==> src/logic/miniAluPkg.sv <==
package miniAluPkg;

	// ##########################################################
	// basic widths
	// ##########################################################
	typedef logic [27:0] instrT;
	typedef logic [7:0] addrT;
	typedef logic signed [15:0] wordT;
	typedef logic [7:0] ledT;

	typedef enum logic [3:0]
	{
		NOP  = 4'd0,
		ADD  = 4'd1,
		SUB  = 4'd2,
		SMUL = 4'd3,
		STO  = 4'd4,
		BLE  = 4'd5,
		JMP  = 4'd6,
		CALL = 4'd7,
		RET  = 4'd8,
		LED  = 4'd9,
		SHL  = 4'd10
	} opcodeT;

	// instruction fields
	localparam int opMsb   = 27;
	localparam int opLsb   = 24;
	localparam int dstMsb  = 23;
	localparam int dstLsb  = 16;
	localparam int src1Msb = 15;
	localparam int src1Lsb = 8;
	localparam int src0Msb = 7;
	localparam int src0Lsb = 0;

	// operand addresses that alias the product halves
	localparam addrT addrRl = 8'hFE;
	localparam addrT addrRh = 8'hFF;

	localparam int progDepth = 256;

	// ##########################################################
	// wishbone classic host port
	// ##########################################################
	typedef struct packed
	{
		logic  cyc;
		logic  stb;
		logic  we;
		addrT  adr;
		instrT dat;
	} wbReqT;

	typedef struct packed
	{
		logic  ack;
		instrT dat;
	} wbRspT;

endpackage

==> src/logic/memArbiter.sv <==
module memArbiter import miniAluPkg::*;
(
	input  logic  Clock,
	input  logic  rst,
	input  logic  run,
	input  wbReqT hostReq,
	output wbRspT hostRsp,
	input  addrT  fetchAddr,
	output logic  fetchValid,
	output addrT  memAddr,
	output logic  memWe,
	output instrT memWrData,
	input  instrT memRdData,
	output instrT fetchInstr
);

	logic  ackQ;
	logic  hostGrant;
	instrT rspDat;

	// ##########################################################
	// ownership of the program memory
	// ##########################################################

	// host wins, but not again in its own ack cycle
	assign hostGrant  = hostReq.cyc && hostReq.stb && !ackQ;
	assign fetchValid = !hostGrant && run;

	assign memAddr    = hostGrant ? hostReq.adr : fetchAddr;
	assign memWe      = hostGrant && hostReq.we;
	assign memWrData  = hostReq.dat;
	assign fetchInstr = memRdData;

	// ack one cycle after grant
	always_ff @(posedge Clock)
	begin
		if (rst)
			ackQ <= 1'b0;
		else
			ackQ <= hostGrant;
	end

	// memory address moves back to the fetch side, so hold the read word
	always_ff @(posedge Clock)
	begin
		if (hostGrant)
			rspDat <= memRdData;
	end

	assign hostRsp.ack = ackQ;
	assign hostRsp.dat = rspDat;

endmodule

==> config.mk <==
export PLATFORM = sky130hd
export DESIGN_NAME = memArbiter
export DESIGN_NICKNAME = d
export VERILOG_FILES = /design/src/logic/miniAluPkg.sv /design/src/logic/memArbiter.sv
export SDC_FILE = /design/constraint.sdc
export NUM_CORES = 1
export LEC_CHECK = 0
export BUFFER_PORTS_ARGS = -buffer_cell sky130_fd_sc_hd__buf_2
export CORE_AREA = 2 2 68 70
export DETAILED_ROUTE_END_ITERATION = 7
export DIE_AREA = 0 0 70 72
export PLACE_DENSITY = 0.82
export SLEW_MARGIN = 10
export SYNTH_ARGS = -nofsm -noshare
export SYNTH_HDL_FRONTEND = slang
export SYNTH_SLANG_ARGS = --single-unit
==> constraint.sdc <==
create_clock -name Clock -period 2.45 [get_ports Clock]
set_clock_uncertainty 0.05 [all_clocks]
set_input_delay 0.6125 -clock Clock [delete_from_list [all_inputs] [get_ports Clock]]
set_output_delay 0.6125 -clock Clock [all_outputs]
set_load 0.05 [all_outputs]
## Word level (Yosys, flattened, before mapping)

Index checks and enable logic that the tools add are counted.
Widths: inputs -> output; s select.

- Memory bits (read-only): 0
- Latch bits: 0
- Output and inout bits: 95
- Logic and storage cells: 9
- Flip-flop bits (word level): 29
- Input bits: 78
- Memories kept: 0
- Memory bits (writable): 0

- Bitwise gates (word level): 0
- Order comparisons: 0
- Mux-type cells: 1
- Add/subtract/negate cells: 0
- Eq/ne operators: 0
- Multipliers: 0
- Reductions and logical operators: 6
- Shift operators: 0
- Divide/modulo/power cells: 0

Operators by type and width:

| operator | count |
|---|---|
| $mux 8 | 1 |
| $logic_and 1x1->1 | 4 |
| $logic_not 1->1 | 2 |

## Depth between registers and ports, before layout

- Depth in word-level cells: 4
- Depth in mapped cells: 3
- Gate-level depth less buffers: 2

## Worst setup path before layout

OpenSTA, ideal clock, no wires.

- Kind: input to output
- Start: input port hostReq[38] (netlist name)
- End: output port memWe
- Required time: 1.788 ns
- Path buffers: 1
- Stages on the path: 3
- Slack: 0.297 ns
- Arrival time: 1.491 ns
- Cells stage by stage: nand3b_4 > buf_6 > nor2_1

- Word-level cells in the longest chain between the ends: 3

RTL lines:

| element | RTL line | text |
|---|---|---|
| from (decl) | memArbiter.sv:6 | `input wbReqT hostReq,` |
| $logic_and 1x1->1 (2 in series) | memArbiter.sv:26 | `assign hostGrant = hostReq.cyc && hostReq.stb && !ackQ;` |
| $logic_and 1x1->1 | memArbiter.sv:30 | `assign memWe = hostGrant && hostReq.we;` |
| to (decl) | memArbiter.sv:11 | `output logic memWe,` |

Every way passes these cells.

## Worst setup path after layout

- Start: input port hostReq[37] (netlist name)
- End: output port memAddr[0]

- Word-level cells in the longest chain between the ends: 3

RTL lines:

| element | RTL line | text |
|---|---|---|
| $logic_and 1x1->1 (2 in series) | memArbiter.sv:26 |  |
| $mux 8 | memArbiter.sv:29 | `assign memAddr = hostGrant ? hostReq.adr : fetchAddr;` |
| to (decl) | memArbiter.sv:10 | `output addrT memAddr,` |

Every way passes these cells.

==> impl_metrics.tcl <==
set metrics [dict create \
    root_buffer "clkbuf_8" \
    drt-initial-drc-count 17 \
    fin_util_pct 41.7 \
    ys_seq_area_share_pct 59.2 \
    dr.pass1.iters 4 \
    p_leak_nw 0.891 \
    maxCapViolations 0 \
    ir_drop_uv 255 \
    r2r-start "ackQ" \
    min_period_over_period_pct 87.2 \
    gr-total-overflow 0 \
    synth_common_cells "buf_4, edfxtp_1, mux2_4" \
    endpoint "memAddr[0]" \
    clockBufferDepth 2 \
    core.rowCount 24 \
    syn-cell-area_sq_um 1450 \
    pre_cts_ws_ps 312 \
    place.gp.congestion 0.800 \
    synth_top_area_share_pct 57.8 \
    slew_headroom_pct 82.4 \
    clkTransAtPathRegs_ps 60 \
    fin_setup_tns_ps 0 \
    die_w_microns 70 \
    max_freq_ghz 0.468 \
    critPathCaptureType "output port" \
    synth_warnings 0 \
    drive_gt1_share_pct 79.9 \
    grt_pass1_wl_mm 4.53 \
    die_h_microns 72 \
    hp-start "rst" \
    synthCells 101 \
    syn_avg_cell_area_sq_um 14.4 \
    syn_to_final_growth_pct 22.2 \
    port_buffers 116 \
    rsz0062_at_grt "false" \
    fin_ws_ps 314 \
    routed_wl_mm 3.35 \
    status "finished, final reports clean" \
    hp-class "in -> reg" \
    die-area_sq_um 5040 \
    cts_tree "yes" \
    grt_pass1_vias 900 \
    numCtsBuffers 5 \
    tightest_slew_ps 265 \
    worst_setup_path_start_kind "input pin" \
    nNetsFinal 246 \
    crit_path_start "hostReq[37]" \
    vias 898 \
    syn_nets 179 \
    ys_top_cells_by_area "edfxtp_1, buf_4, mux2_4, mux2_2, dfxtp_1" \
    cp.required_ps 1790 \
    rrSetupSlack_ps 1160 \
    initial_core_util_pct 34.1 \
    avgViaCountPerCell 4.06 \
    crit_type "in -> out" \
    arrival_ps 1470 \
    wl_per_cell_microns 15.2 \
    synth_ff_type "edfxtp_1" \
    ys_async_sr_fraction_pct 0 \
    r2r_cells 3 \
    io_pins 173 \
    min_period_ps 2140 \
    synth-edff-count 28 \
    cts.htree.levels 2 \
    holdWs_ps 438 \
    groute.usage.overall_pct 12.2 \
    p_per_area_nw_per_um2 744 \
    drv_slew 0 \
    hold_viol 0 \
    yosysMostFrequentCell "buf_4" \
    holdBufCountCts 0 \
    clk_latency_ps 270 \
    antenna_found_initial 0 \
    yosys.area.top_type "edfxtp_1" \
    ys_types 10 \
    diodes 0 \
    fillers 401 \
    core_sq_um 4260 \
    grt_max_degree 15 \
    cts_resized 0 \
    remaining_drc_errors 0 \
    ant_nets 0 \
    dp_hpwl_mm 2.93 \
    rr_endpoint "rspDat[6]" \
    post_cts_buffers 0 \
    ys_ff_latch 29 \
    clock_sinks 29 \
    final-setup-viol-count 0 \
    critPathMaxFanout 12 \
]
-- cell families (layout without fill, tap and decap cells) --
| group | Yosys count | in the layout | synth area share, % |
|---|---|---|---|
| buf+inv | 60 | 128 | 30.7 |
| flops | 29 | 29 | 59.2 |
| simple gates | 4 | 4 | 2.32 |
| mux | 8 | 8 | 7.75 |
-- critical path: stages --
cell	delay (ps)
buf_2	110
nand3b_4	190
mux2_2	350
buf_2	210
-- cells in the final DEF, fill, tap and decap left out, types with 2 or more instances in the layout --
master and instances:
buf_2 116, edfxtp_1 28, clkbuf_8 7, mux2_4 6, mux2_2 2, inv_1 2
nor2_1 2, buf_4 2
-- layer usage --
layer,routed length [microns],global-route usage [%],up-vias
met3,491,6.67,4
met2,1930,23.4,85
met5,0,0,-
li1,-,-,416
met1,872,9.67,393
met4,58,6.41,0
-- per-stage QoR --
stage | std cells | total power, mW | cell area [sq um]
finish | 221 | 1.32 | 1780
CTS | 221 | 1.34 | 1780
global placement | 213 | 0.919 | 1680
global route | 221 | 1.37 | 1780
detailed placement | 213 | 0.922 | 1680
floorplan | 101 | 0.981 | 1450
-- final cells by class --
class	count	area (sq um)	area share [%]
clock buffer	7	96.3	5.42
clock inverter	1	5.00	0.282
multi-input combinational	12	146	8.24
sequential	29	861	48.5
tap	52	65.1	3.66
inverter	2	7.51	0.423
timing repair buffer	118	596	33.5
-- power by group --
group,switching (mW),leakage (nW),internal [mW]
Combinational,0.252,0.567,0.0835
Sequential,0.00425,0.270,0.569
Clock,0.160,0.0542,0.253
Total,0.417,0.891,0.905
-- registers in the layout (all words and copies together) (netlist names) --
name,count
ackQ,1
rspDat,28
-- worst min path at each step --
stage                     slack, ps  cells after the start  endpoint
after floorplan                 620                      3      ackQ
after global placement          590                      2      ackQ
after detailed placement        640                      2      ackQ
after CTS                       430                      2      ackQ
after global routing            440                      2      ackQ
final                           440                      2      ackQ
Power figures use the tool's default switching activity.
