$ cat config.mk
export PLATFORM = sky130hd
export DESIGN_NAME = dataRam
export DESIGN_NICKNAME = d
export VERILOG_FILES = /design/src/logic/miniAluPkg.sv /design/src/logic/dataRam.sv
export SDC_FILE = /design/constraint.sdc
export NUM_CORES = 2
export LEC_CHECK = 0
export BUFFER_PORTS_ARGS = -buffer_cell sky130_fd_sc_hd__buf_2
export CORE_UTILIZATION = 60
export DETAILED_ROUTE_END_ITERATION = 6
export PLACE_DENSITY = 0.76
export SYNTH_ARGS = -nofsm -noshare
export SYNTH_HDL_FRONTEND = slang
export SYNTH_SLANG_ARGS = --single-unit
$ cat constraint.sdc
create_clock -name Clock -period 10 [get_ports Clock]
set_clock_uncertainty 0.15 [all_clocks]
set_input_delay 2 -clock Clock [delete_from_list [all_inputs] [get_ports Clock]]
set_output_delay 2 -clock Clock [all_outputs]
set_load 0.01 [all_outputs]
$ cat src/logic/miniAluPkg.sv
package miniAluPkg;

	// ##########################################################
	// basic widths
	// ##########################################################
	typedef logic [27:0] instrT;
	typedef logic [7:0] addrT;
	typedef logic signed [15:0] wordT;
	typedef logic [7:0] ledT;

	typedef enum logic [3:0]
	{
		NOP  = 4'd0,
		ADD  = 4'd1,
		SUB  = 4'd2,
		SMUL = 4'd3,
		STO  = 4'd4,
		BLE  = 4'd5,
		JMP  = 4'd6,
		CALL = 4'd7,
		RET  = 4'd8,
		LED  = 4'd9,
		SHL  = 4'd10
	} opcodeT;

	// instruction fields
	localparam int opMsb   = 27;
	localparam int opLsb   = 24;
	localparam int dstMsb  = 23;
	localparam int dstLsb  = 16;
	localparam int src1Msb = 15;
	localparam int src1Lsb = 8;
	localparam int src0Msb = 7;
	localparam int src0Lsb = 0;

	// operand addresses that alias the product halves
	localparam addrT addrRl = 8'hFE;
	localparam addrT addrRh = 8'hFF;

	localparam int progDepth = 256;

	// ##########################################################
	// wishbone classic host port
	// ##########################################################
	typedef struct packed
	{
		logic  cyc;
		logic  stb;
		logic  we;
		addrT  adr;
		instrT dat;
	} wbReqT;

	typedef struct packed
	{
		logic  ack;
		instrT dat;
	} wbRspT;

endpackage

$ cat src/logic/dataRam.sv
module dataRam import miniAluPkg::*;
(
	input  logic Clock,
	input  logic wrEn,
	input  addrT wrAddr,
	input  wordT wrData,
	input  addrT rdAddr0,
	input  addrT rdAddr1,
	output wordT rdData0,
	output wordT rdData1
);

	// one word per possible operand address
	wordT mem [0:(1 << $bits(addrT))-1];

	always_ff @(posedge Clock)
	begin
		if (wrEn)
			mem[wrAddr] <= wrData;
	end

	// both source operands read in the same cycle
	assign rdData0 = mem[rdAddr0];
	assign rdData1 = mem[rdAddr1];

endmodule

; ---- Yosys cells after proc, flatten, opt, wreduce, memory -nomap -nowiden
; Memory sizes are Yosys's and may differ from the RTL's.
; Index checks and enable logic that the tools add are counted.
[op_classes]
muxes = 2
[ops]
columns = operator, count
row1 = $mux 1, 2
[totals]
mem_bits_rw = 4096
memories = 1
ff_bits = 0
in_bits = 42
wordCells = 3
[mem_list]
columns = name, words, word_bits, rd, rd_ports_with_merged_regs, wr, line
row1 = mem, 256, 16, 2, 0, 1, dataRam.sv:14  ; wordT mem [0:(1 << $bits(addrT))-1];

; ---- Depth between registers and ports, before layout
[depth]
ltp_word = 2
depth_mapped = 13

; ---- Worst setup path after synthesis
; No wires, ideal clock.
[synth_path]
kind = input -> output
from = input rdAddr1[0]
to = output rdData1[10]
cell_stages = 8
arrival_time_ns = 4.186
path_buffers = 2
t_required_ns = 7.850
slack_ns = 3.664
path_cell_list = buf_4 buf_1 mux4_2 mux4_2 a22oi_1 nand2_1 o31ai_1 nor3_1
[synth_between]
elab_chain_len = 1
[synth_rtl]
columns = element, line
row1 = start: declaration, dataRam.sv:8  ; input addrT rdAddr1,
row2 = $mem_v2 256x16, --
row3 = end: declaration, dataRam.sv:10  ; output wordT rdData1
; Every way passes these cells.

; ---- Worst setup path in the final report
[layout_path]
from = input rdAddr1[1]
to = output rdData1[14]
; Same word-level chain as after synthesis.

==> results by group <==
Run status
  – Outcome: finished, violations left
  – Violated checks: DRC, capacitance limit, slew limit

CTS
  – CTS Buf Count: 416
  – H-tree depth: 5
  – CTS tree: done
  – Postcts setup bufs: 0
  – Hold buffer count at CTS: 0
  – CTS Sinks: 4096
  – Root Buffer: clkbuf_16
  – CTS max path bufs: 4
  – CTS resizes: 0
  – Clk slew on worst S/H paths: about 0.060 ns

Floorplan
  – Top Ports: 74
  – Starting Density: 60.5%
  – Die height: 566 um
  – Die span in x: 566 um
  – Row count: about 200
  – Area of the die: 321000 um^2
  – Area of the core: 316000 um^2

Drt
  – Avg WL per Cell: 42.5 um
  – Routed WL: 632 mm
  – Routed Antenna Nets: 0
  – Avg Vias per Cell: 7.96
  – Drt drc: 2
  – Initial DRT Pass Iterations: 7
  – DR vias: 118000
  – Initial DRC Count: just over 20000

Place
  – GP Congestion: 1.01
  – HPWL Detailed: 392 mm
  – Port bufs: 73
  – Post-Place Setup Slack: 0.988 ns

Yosys
  – Mapped cell area: 191000 um^2
  – Post-synth net total: 10100
  – Area share of the largest cell type after synthesis: 64.4%
  – Post-synth EDFFs: 4096
  – Synthesized flop and latch total: a little over 4000
  – Leading area contributor after synthesis: edfxtp_1
  – Post-Syn Instances: 10100
  – Yosys cell types: 58
  – Synth cell count leaders: 4096 x edfxtp_1, 1688 x mux4_2, 1021 x mux2i_1
  – Number of synthesis warnings: 0
  – Primary FF master, synth: edfxtp_1
  – Mean Syn Cell Area: 18.9 um^2
  – Post-synthesis sequential area ratio: 64.4%
  – Async S/R FF share, synth: 0%
  – Synth area leaders: edfxtp_1 64%, mux4_2 20%, mux2i_1 5.4%
  – Most common cell in the netlist: edfxtp_1

STA
  – Tmin final: just over 9 ns
  – Count of final hold-check violations: 0
  – # setup viols final: 0
  – Worst setup margin: 0.774 ns
  – Slew margin rel.: -5.63%
  – Final Max Tran Viols: 4
  – Period utilisation layout: 92.3%
  – Setup_tns: 0 ns
  – RSZ-0062 raised after global routing: false
  – Slew at the pin closest to its max-slew limit: approximately 1.6 ns
  – Fmax: ~110 MHz
  – Worst hold slack: 1.38 ns

Finish
  – Top flop regs: mem (4096)
  – Final core utilization: 66.8%
  – Area Growth Syn to Fin: 10.5%
  – Largest register FFs: 4096
  – Top reg by flops: mem
  – # nets final: 10400
  – Fill cells: 19700
  – Share of layout cells above drive strength 1: between 20% and 30%

Pwr
  – Power density over the cells: 178 nW/um^2
  – Total power: 37600 uW
  – Worst IR Drop VDD: between 0.0001 and 0.00015 V
  – Pleak: around 0.067 uW

GRT
  – Vias in the first global route: ~120k
  – First-pass GRT wire length: 881 mm
  – Largest net degree at the start of global routing: 119
  – All-Layer GR Usage: 39.2%
  – Initial antenna violation count: 68
  – Overflow after GRT: 0

Critical path
  – CP Max Fanout: 67
  – Data arrival, critical path: 7.08 ns
  – Required time worst endpoint: 7.85 ns
  – Crit start category: input port
  – Crit end category: primary output
  – Kind of critical path: input port to primary output

Hold path
  – Hold Path Class: input port to register
  – Worst min-delay path startpoint: wrData[5]
  – Hold Path Stages: 1
  – Hold EP: mem[85][5]

Job
  – Max-cap viol count: 2
==> where the power goes <==
| group | leakage [uW] | switching (uW) | internal [uW] |
|---|---|---|---|
| Clock | 0.00645 | 6710 | 8690 |
| Combinational | 0.0242 | 2100 | 1110 |
| Sequential | 0.0368 | 16.4 | 18900 |
| Total | 0.0675 | 8830 | 28700 |
==> layout make-up <==
type,count,area (um^2),area share [%]
clock inverter,256,2310,1.09
antenna,60,150,0.0711
timing repair buffer,643,5580,2.64
tap,4160,5200,2.47
clock buffer,501,10900,5.14
multi-input combinational,5151,63900,30.3
sequential,4096,123000,58.3
inverter,6,41.3,0.0196
==> layer usage <==
layer	global-route usage, %	routed length, um
met1	51.3	204000
met2	56.0	273000
met3	16.6	111000
met4	21.5	43300
met5	0	607
==> stage by stage <==
step                      cell area, um^2  instances
after floorplan                    191000      10100
after global placement             198000      14100
after detailed placement           198000      14100
after CTS                          211000      14800
after global routing               211000      14800
final                              211000      14900
==> layout by cell type (no fill, tap or decap), types with 30 or more instances in the layout <==
| cell type | synthesis | final |
|---|---|---|
| a2111oi_0 | 38 | 31 |
| nand3_1 | 83 | 74 |
| nand2_1 | 257 | 253 |
| a22oi_1 | 119 | 119 |
| clkbuf_1 | 382 | 79 |
| clkinv_1 | 0 | 96 |
| a221oi_1 | 48 | 48 |
| clkinv_2 | 0 | 91 |
| nand4_1 | 30 | 30 |
| a22o_1 | 55 | 55 |
| nor4_1 | 38 | 34 |
| diode_2 | 0 | 60 |
| nor2_2 | 0 | 171 |
| mux2i_1 | 1021 | 1021 |
| mux4_2 | 1688 | 1688 |
| nor3_1 | 185 | 182 |
| buf_12 | 5 | 59 |
| o221ai_1 | 418 | 418 |
| clkbuf_16 | 0 | 422 |
| o211ai_1 | 59 | 59 |
| buf_4 | 100 | 509 |
| o22ai_1 | 281 | 281 |
| edfxtp_1 | 4096 | 4096 |
| nor2_1 | 355 | 174 |
| a21oi_1 | 210 | 210 |
| buf_2 | 153 | 50 |
| bufinv_16 | 0 | 38 |
| o21ai_0 | 74 | 74 |
==> critical path: stages <==
cell	delay, ns
buf_8	0.53
nand2_4	0.67
buf_4	0.50
o221ai_1	0.38
nor3_1	0.16
a2111oi_0	0.99
nand3_1	0.18
nor3_1	0.78
and3_1	0.53
buf_2	0.21
==> kinds of logic (layout without fill, tap and decap cells) <==
family	count (synthesis)	after routing	synth area share, %
buf+inv	856	1406	2.47
compound gates	1414	1414	5.41
simple gates	1028	1028	2.43
mux	2709	2709	25.3
flops	4096	4096	64.4
other cells	0	60	0
==> worst max-delay path by stage <==
stage | start | end | slack (ns) | depth (start not counted)
4_1_cts | rdAddr1[1] | rdData1[2] | 0.98 | 10
2_1_floorplan | rdAddr1[0] | rdData1[10] | 3.66 | 8
3_3_place_gp | rdAddr1[1] | rdData1[2] | 0.49 | 9
6_report | rdAddr1[1] | rdData1[14] | 0.77 | 10
3_5_place_dp | rdAddr1[1] | rdData1[2] | 0.99 | 10
5_1_grt | rdAddr1[1] | rdData1[2] | 0.96 | 10
(Power assumes the default switching activity.)
