`src/logic/miniAluPkg.sv`:
```
package miniAluPkg;

	// ##########################################################
	// basic widths
	// ##########################################################
	typedef logic [27:0] instrT;
	typedef logic [7:0] addrT;
	typedef logic signed [15:0] wordT;
	typedef logic [7:0] ledT;

	typedef enum logic [3:0]
	{
		NOP  = 4'd0,
		ADD  = 4'd1,
		SUB  = 4'd2,
		SMUL = 4'd3,
		STO  = 4'd4,
		BLE  = 4'd5,
		JMP  = 4'd6,
		CALL = 4'd7,
		RET  = 4'd8,
		LED  = 4'd9,
		SHL  = 4'd10
	} opcodeT;

	// instruction fields
	localparam int opMsb   = 27;
	localparam int opLsb   = 24;
	localparam int dstMsb  = 23;
	localparam int dstLsb  = 16;
	localparam int src1Msb = 15;
	localparam int src1Lsb = 8;
	localparam int src0Msb = 7;
	localparam int src0Lsb = 0;

	// operand addresses that alias the product halves
	localparam addrT addrRl = 8'hFE;
	localparam addrT addrRh = 8'hFF;

	localparam int progDepth = 256;

	// ##########################################################
	// wishbone classic host port
	// ##########################################################
	typedef struct packed
	{
		logic  cyc;
		logic  stb;
		logic  we;
		addrT  adr;
		instrT dat;
	} wbReqT;

	typedef struct packed
	{
		logic  ack;
		instrT dat;
	} wbRspT;

endpackage

```
`src/logic/miniAlu.sv`:
```
module miniAlu import miniAluPkg::*;
(
	input  logic  Clock,
	input  logic  rst,
	output addrT  fetchAddr,
	input  instrT fetchInstr,
	input  logic  fetchValid,
	output addrT  rdAddr0,
	output addrT  rdAddr1,
	input  wordT  rdData0,
	input  wordT  rdData1,
	output logic  wrEn,
	output addrT  wrAddr,
	output wordT  wrData,
	output ledT   led,
	output logic  ledWrite
);

	addrT   ip;
	addrT   retIp;
	instrT  ir;
	wordT   rl;
	wordT   rh;
	opcodeT op;
	addrT   dst;
	addrT   src1;
	addrT   src0;
	wordT   srcData1;
	wordT   srcData0;
	logic signed [31:0] result;
	logic   branchTaken;
	addrT   branchTarget;
	logic   ledEn;

	// RL/RH override the RAM word at their alias addresses
	function automatic wordT pickOperand(input addrT sel, input wordT ramData,
		input wordT lo, input wordT hi);
		wordT value;
		if (sel == addrRl)
			value = lo;
		else if (sel == addrRh)
			value = hi;
		else
			value = ramData;
		return value;
	endfunction

	// ##########################################################
	// fetch and instruction pointer
	// ##########################################################
	assign fetchAddr = ip;

	always_ff @(posedge Clock)
	begin
		if (rst)
			ip <= '0;
		else if (branchTaken)
			ip <= branchTarget;
		else if (fetchValid)
			ip <= ip + 1'b1;
	end

	// a stalled fetch or the slot behind a taken branch becomes a NOP
	always_ff @(posedge Clock)
	begin
		if (rst || branchTaken || !fetchValid)
		begin
			ir              <= '0;
			ir[opMsb:opLsb] <= NOP;
		end
		else
			ir <= fetchInstr;
	end

	// single level return, ip already points past the call
	always_ff @(posedge Clock)
	begin
		if (rst)
			retIp <= '0;
		else if (op == CALL)
			retIp <= ip;
	end

	// ##########################################################
	// decode and operands
	// ##########################################################
	assign op   = opcodeT'(ir[opMsb:opLsb]);
	assign dst  = ir[dstMsb:dstLsb];
	assign src1 = ir[src1Msb:src1Lsb];
	assign src0 = ir[src0Msb:src0Lsb];

	assign rdAddr0 = src0;
	assign rdAddr1 = src1;

	assign srcData0 = pickOperand(src0, rdData0, rl, rh);
	assign srcData1 = pickOperand(src1, rdData1, rl, rh);

	// ##########################################################
	// execute
	// ##########################################################
	always_comb
	begin
		result      = '0;
		wrEn        = 1'b0;
		branchTaken = 1'b0;
		ledEn       = 1'b0;
		case (op)
			NOP:
			begin
				result = '0;
			end
			ADD:
			begin
				result = srcData1 + srcData0;
				wrEn   = 1'b1;
			end
			SUB:
			begin
				result = srcData1 - srcData0;
				wrEn   = 1'b1;
			end
			SMUL:
			begin
				// full product goes to RH:RL only
				result = srcData1 * srcData0;
			end
			STO:
			begin
				result = {16'h0, src1, src0};
				wrEn   = 1'b1;
			end
			SHL:
			begin
				result = srcData1 << srcData0;
				wrEn   = 1'b1;
			end
			BLE:
			begin
				branchTaken = (srcData1 <= srcData0);
			end
			JMP, CALL, RET:
			begin
				branchTaken = 1'b1;
			end
			LED:
			begin
				ledEn = 1'b1;
			end
			default:
			begin
				result = '0;
			end
		endcase
	end

	assign branchTarget = (op == RET) ? retIp : dst;

	assign wrAddr = dst;
	assign wrData = result[15:0];

	// product halves
	always_ff @(posedge Clock)
	begin
		if (op == SMUL)
		begin
			rl <= result[15:0];
			rh <= result[31:16];
		end
	end

	// led port, strobe lines up with the new value
	always_ff @(posedge Clock)
	begin
		if (rst)
		begin
			led      <= '0;
			ledWrite <= 1'b0;
		end
		else
		begin
			ledWrite <= ledEn;
			if (ledEn)
				led <= srcData1[7:0];
		end
	end

endmodule

```
`config.mk`:
```
export PLATFORM = sky130hd
export DESIGN_NAME = miniAlu
export DESIGN_NICKNAME = d
export VERILOG_FILES = /design/src/logic/miniAluPkg.sv /design/src/logic/miniAlu.sv
export SDC_FILE = /design/constraint.sdc
export NUM_CORES = 1
export LEC_CHECK = 0
export BUFFER_PORTS_ARGS = -buffer_cell sky130_fd_sc_hd__buf_2
export CORE_MARGIN = 10
export CORE_UTILIZATION = 60
export CTS_CLUSTER_SIZE = 28
export DETAILED_ROUTE_END_ITERATION = 8
export PLACE_DENSITY = 0.79
export RECOVER_POWER = 100
export SETUP_SLACK_MARGIN = 0.02
export SLEW_MARGIN = 10
export SYNTH_ARGS = -nofsm -noshare
export SYNTH_HDL_FRONTEND = slang
export SYNTH_SLANG_ARGS = --single-unit
export TNS_END_PERCENT = 50
```
`constraint.sdc`:
```
create_clock -name Clock -period 22.7 [get_ports Clock]
set_input_delay 4.54 -clock Clock [delete_from_list [all_inputs] [get_ports Clock]]
set_output_delay 4.54 -clock Clock [all_outputs]
set_load 0.1 [all_outputs]
```
# Yosys cells after proc, flatten, opt, wreduce, memory -nomap -nowiden

Index checks and enable logic that the tools add are counted.
Widths: inputs -> output; s select.

Add/sub/neg operators: 3
$mul: 1
Div/mod/pow operators: 0
Magnitude comparators: 1
Equal/unequal tests: 14
Shift-type cells: 1
Mux-type cells: 11
Bitwise gates (word level): 0
Reduce and logical (&&, ||, !) cells: 6

Operators by type and width:

| operator            | count |
|---|---|
| $pmux 32 s5         | 1 |
| $mux 16             | 4 |
| $eq 8x8->1 const B  | 4 |
| $mul 16x16->32      | 1 |
| $shl 32x16->32      | 1 |
| $mux 8              | 3 |
| $add 16x16->17      | 1 |
| $sub 16x16->17      | 1 |
| $eq 4x3->1 const B  | 4 |
| $le 16x16->1        | 1 |
| $eq 4x4->1 const B  | 3 |
| $add 8x1->8 const B | 1 |
| $eq 4x2->1 const B  | 2 |
| $eq 4x1->1 const B  | 1 |
| $reduce_or 4->1     | 1 |
| $reduce_or 3->1     | 1 |
| $logic_or 1x1->1    | 2 |
| $mux 1              | 2 |
| $pmux 1 s2          | 1 |
| $reduce_bool 2->1   | 1 |
| $logic_not 1->1     | 1 |

Flip-flop bits (word level): 85
Bits in latches: 0
RAM bits: 0
Bits in read-only memories: 0
Bits of input ports: 63
Output and inout bits: 58
Logic and storage cells: 44
Memories kept: 0

# Longest topological paths before layout

Depth in word-level cells: 7
Depth in mapped cells: 30

# Worst setup path before layout

No wires, ideal clock.

Kind: input to output
Start: input port rdData0[4]
End: output port wrData[15]
Data arrival time: 10691 ps
Data required time: 18160 ps
Setup slack: 7469 ps
Stages on the path: 25
Cells stage by stage: a21o_1 > and2_1 > clkbuf_1 > inv_1 > clkbuf_1 > buf_1 > nor2_1 > fa_1 > inv_1 > fa_1 > fa_1 > fa_1 > inv_1 > fa_1 > fa_1 > ha_1 > a21o_1 > a21oi_1 > nor2b_1 > a21oi_1 > or3_1 > nand3_1 > nand3_1 > a2111o_1 > buf_4

Cells in the longest elaborated chain, start to end: 4

Ends and longest elaborated chain:

| what                                   | line           | text |
|---|---|---|
| start: declaration                     | miniAlu.sv:10  | `input wordT rdData0,` |
| $mux 16 *                              | miniAlu.sv:41  | `else if (sel == addrRh)` |
| $mux 16 *                              | miniAlu.sv:39  | `if (sel == addrRl)` |
| $mul 16x16->32 (tied with other cells) | miniAlu.sv:125 | `result = srcData1 * srcData0;` |
| $pmux 32 s5 *                          | miniAlu.sv:107 | `case (op)` |
| end: declaration                       | miniAlu.sv:14  | `output wordT wrData,` |

Mark *: on every way between the ends. The rest lies on a longest branch, timed or not.

# Final worst setup path

Start: input port rdData1[4]
End: output port wrData[14]

Cells in the longest elaborated chain, start to end: 4

Ends and longest elaborated chain:

| what                                   | line           | text |
|---|---|---|
| start: declaration                     | miniAlu.sv:11  | `input wordT rdData1,` |
| $mux 16 *                              | miniAlu.sv:41  |  |
| $mux 16 *                              | miniAlu.sv:39  |  |
| net srcData1[4]                        | miniAlu.sv:28  | `wordT srcData1;` |
| $mul 16x16->32 (tied with other cells) | miniAlu.sv:125 |  |
| $pmux 32 s5 *                          | miniAlu.sv:107 |  |

The timed path passes the listed nets; every way through them passes the cells marked *.

==> flow_summary_export.csv <==
group,metric,value,unit
placement,dp_hpwl,46500,um
sta,timing.final.setup_violations,0,
worst_setup_path,data_arrival_time_of_the_critical_path,12.68,ns
synthesis,yosys_reg_bits,85,
final_layout,final_common_cell,"sky130_fd_sc_hd__inv_1",
sta,setup_slack,5.48,ns
synthesis,ys_top_cells_by_area,"sky130_fd_sc_hd__fa_1, sky130_fd_sc_hd__ha_1, sky130_fd_sc_hd__inv_1, sky130_fd_sc_hd__dfxtp_1, sky130_fd_sc_hd__edfxtp_1",
worst_setup_path,regToRegStartpoint,"ir[8]$_SDFF_PP0_",
cts,worstSkewPairLatency,0.35,ns
worst_setup_path,worst_r2r_path_depth,22,
sta,period_minus_slack,17.22,ns
synthesis,syn-instance-count,1979,
sta,max_slew_margin,-83.2,%
global_route,gr-total-overflow,0,
die,initial_utilization,61.1,%
sta,max_clock_freq,58.1,MHz
synthesis,synthDominantAreaCellType,"sky130_fd_sc_hd__fa_1",
worst_setup_path,crit_path_max_fanout,13,
outcome,failed_checks,"capacitance limit, slew limit",
placement,pre_cts_setup_slack,6.87,ns
run,max-cap-violations,2,
synthesis,synth_enable_flop_cells,32,
worst_setup_path,cp_num_buf_inv,7,
synthesis,yosys_warnings,0,
global_route,grt_pass1_vias,15500,
die,core_area,27900,um2
die,die-area,35500,um2
sta,slew_violations,81,
synthesis,synthArstFlopShare,0,%
worst_setup_path,slowest_cell_delay_on_critical_path,0.96,ns
final_layout,antenna_cells_inserted,0,
worst_setup_path,timing.reg2reg.setup_slack,13.17,ns
final_layout,drive_gt1_share,8.40,%
synthesis,sequential_area_share_after_synthesis,11.9,%
die,floorplan.io_pins,121,
route,firstDrtPassIters,8,
synthesis,synthesis.area,17000,um2
route,drt_iter0_drc,1681,
synthesis,synth_flop_cell,"sky130_fd_sc_hd__dfxtp_1",
sta,timing.clock.skew,0.0112,ns
final_layout,final_net_count,2462,
placement,cell_area_after_placement,17700,um2
sta,final.setup.tns,0,ns
cts,cts-root-to-sink-buffers,2,
cts,clock_tree.root_cell,"sky130_fd_sc_hd__clkbuf_16",
worst_setup_path,crit_path_end_kind,"output port",
cts,cts-resized-gates,0,
cts,number_of_clock_sinks,85,
worst_hold_path,holdCritPathClass,"flip-flop to flip-flop",
cts,worst_setup_hold_path_clk_slew,0.07,ns
global_route,grt.total_usage,32.5,%
worst_hold_path,number_of_cells_traversed_by_the_worst_hold_path,2,
die,die_span_in_x,188,um
cts,cts_max_level,3,
worst_setup_path,rr_endpoint,"rh[13]$_DFFE_PP_",
route,drc,0,
sta,hold_viol_final,0,
global_route,maximum_number_of_pins_on_one_net_before_global_route_repair,49,
placement,place.gp.congestion,1.04,
die,standard_cell_row_count,61,
worst_setup_path,critical-path-slowest-cell,"sky130_fd_sc_hd__or2_0",
synthesis,synth_fp_nets,2423,
synthesis,synth_top_cell_area_share,31.0,%
cts,cts_post_setup_buffers_inserted,0,
final_layout,area_growth_syn_to_layout,5.18,%
route,via_per_inst,6.23,
cts,clock_tree_from_tritoncts,"done",
global_route,grt_pass1_wl,89100,um
final_layout,most_used_cells_in_the_layout_excluding_fill_and_tap_cells,"sky130_fd_sc_hd__inv_1, sky130_fd_sc_hd__fa_1, sky130_fd_sc_hd__nor2_1",
final_layout,final_instance_area,17900,um2
cts,cts-hold-fix-buffers,0,
sta,rsz0062_at_grt,"false",
cts,cts_made_buffers,9,
synthesis,postSynthAreaPerCell,8.60,um2
route,ant_nets,0,
route,routedWlPerCell,24.0,um
route,via_count,15000,
worst_hold_path,timing.hold.worst.start,"retIp[1]$_SDFFE_PP0P_",
placement,place.port_buffers,120,
outcome,run_status,"complete, but fails checks",
sta,worst-slew-pin-transition,2.75,ns
worst_setup_path,critical-path-top-cell-by-count,"sky130_fd_sc_hd__fa_1",
worst_setup_path,worst-endpoint-required,18.16,ns
worst_setup_path,critical_path.startpoint_type,"input port",
sta,worst_hold_check_slack,0.459,ns
worst_setup_path,crit_type,"input port to output port",
sta,finalCritPeriodShare,75.8,%
worst_hold_path,min_to,"retIp[1]$_SDFFE_PP0P_",
global_route,grt_antenna_before_repair,1,
die,die-height,188,um
worst_setup_path,cell_family_contributing_the_most_delay_on_the_critical_path,"adder cells",
synthesis,yosys.cell_types.count,93,
route,routed_wl,57600,um
[stage by stage]
step	cells	util (%)
4_1_cts	2401	64.6
3_5_place_dp	2385	63.5
5_1_grt	2401	64.3
6_report	2401	64.3
3_3_place_gp	2385	63.5
2_1_floorplan	1979	-
[how the worst max path moves through the flow]
stage                          start         end  slack [ns]  cells past startpoint
after detailed placement  rdData1[4]  wrData[14]        6.87                     26
after global routing      rdData1[4]  wrData[14]        5.17                     26
after CTS                 rdData1[4]  wrData[14]        6.86                     26
after floorplan           rdData0[4]  wrData[15]        7.47                     25
final                     rdData1[4]  wrData[14]        5.48                     26
after global placement    rdData1[4]  wrData[14]        7.07                     26
[tightest hold or removal path: stages, from the launching register on]
cell,delay (ns)
sky130_fd_sc_hd__dfxtp_1,0.31
sky130_fd_sc_hd__nand2_1,0.05
sky130_fd_sc_hd__a21oi_1,0.05
[registers in the layout, indices dropped and copies added, names as in the netlist]
register and count:
rh 16, ledWrite 1, rl 16, ir 28, retIp 8, led 8, fetchAddr 8
[kinds of logic (layout without fill, tap and decap cells)]
| family | Yosys count | in the layout | synth area share (%) |
|---|---|---|---|
| buf+inv | 468 | 512 | 11.7 |
| simple gates | 595 | 595 | 15.7 |
| fa+ha+maj | 381 | 381 | 39.6 |
| flops | 85 | 85 | 11.9 |
| compound gates | 318 | 318 | 13.0 |
| xor+xnor | 44 | 44 | 2.37 |
| mux | 88 | 88 | 5.77 |
[area by class of cell]
type / instances / area, um2
well taps: 378 / 473
repair buffers: 153 / 767
clock buffers: 10 / 239
clock inverters: 6 / 76.3
flip-flops and latches: 85 / 2020
multi-input cells: 1426 / 13000
fillers: 2403 / 9950
inverters: 343 / 1290
[layer usage]
layer	vias up	global-route usage (%)	routed length (um)
li1	6488	-	-
met1	7340	39.9	21500
met2	918	52.7	26700
met3	222	8.38	6180
met4	2	15.1	3110
met5	-	0	50
[Yosys cell counts (9+ instances only)]
cell type                  instances
sky130_fd_sc_hd__a211oi_1         25
sky130_fd_sc_hd__nand2_1         202
sky130_fd_sc_hd__o211ai_1         14
sky130_fd_sc_hd__nor2_1          208
sky130_fd_sc_hd__a21o_1           21
sky130_fd_sc_hd__o21ai_0          45
sky130_fd_sc_hd__nand3_1          25
sky130_fd_sc_hd__clkinv_1         10
sky130_fd_sc_hd__or3_1            10
sky130_fd_sc_hd__mux2_2           17
sky130_fd_sc_hd__nor2b_1          21
sky130_fd_sc_hd__clkbuf_1         55
sky130_fd_sc_hd__xnor2_1          20
sky130_fd_sc_hd__fa_1            264
sky130_fd_sc_hd__nand4_1           9
sky130_fd_sc_hd__xor2_1           23
sky130_fd_sc_hd__ha_1            117
sky130_fd_sc_hd__inv_1           324
sky130_fd_sc_hd__dfxtp_1          53
sky130_fd_sc_hd__mux2i_1          58
sky130_fd_sc_hd__buf_2            11
sky130_fd_sc_hd__and2_1           30
sky130_fd_sc_hd__buf_4            45
sky130_fd_sc_hd__nor3_1           27
sky130_fd_sc_hd__edfxtp_1         32
sky130_fd_sc_hd__nand2b_1         16
sky130_fd_sc_hd__buf_1             9
sky130_fd_sc_hd__a21oi_1          84
sky130_fd_sc_hd__nor4_1           15
Power is left out: the tool's default activity adds up to more than one toggle a clock period on the data nets, which glitch-free logic cannot reach.
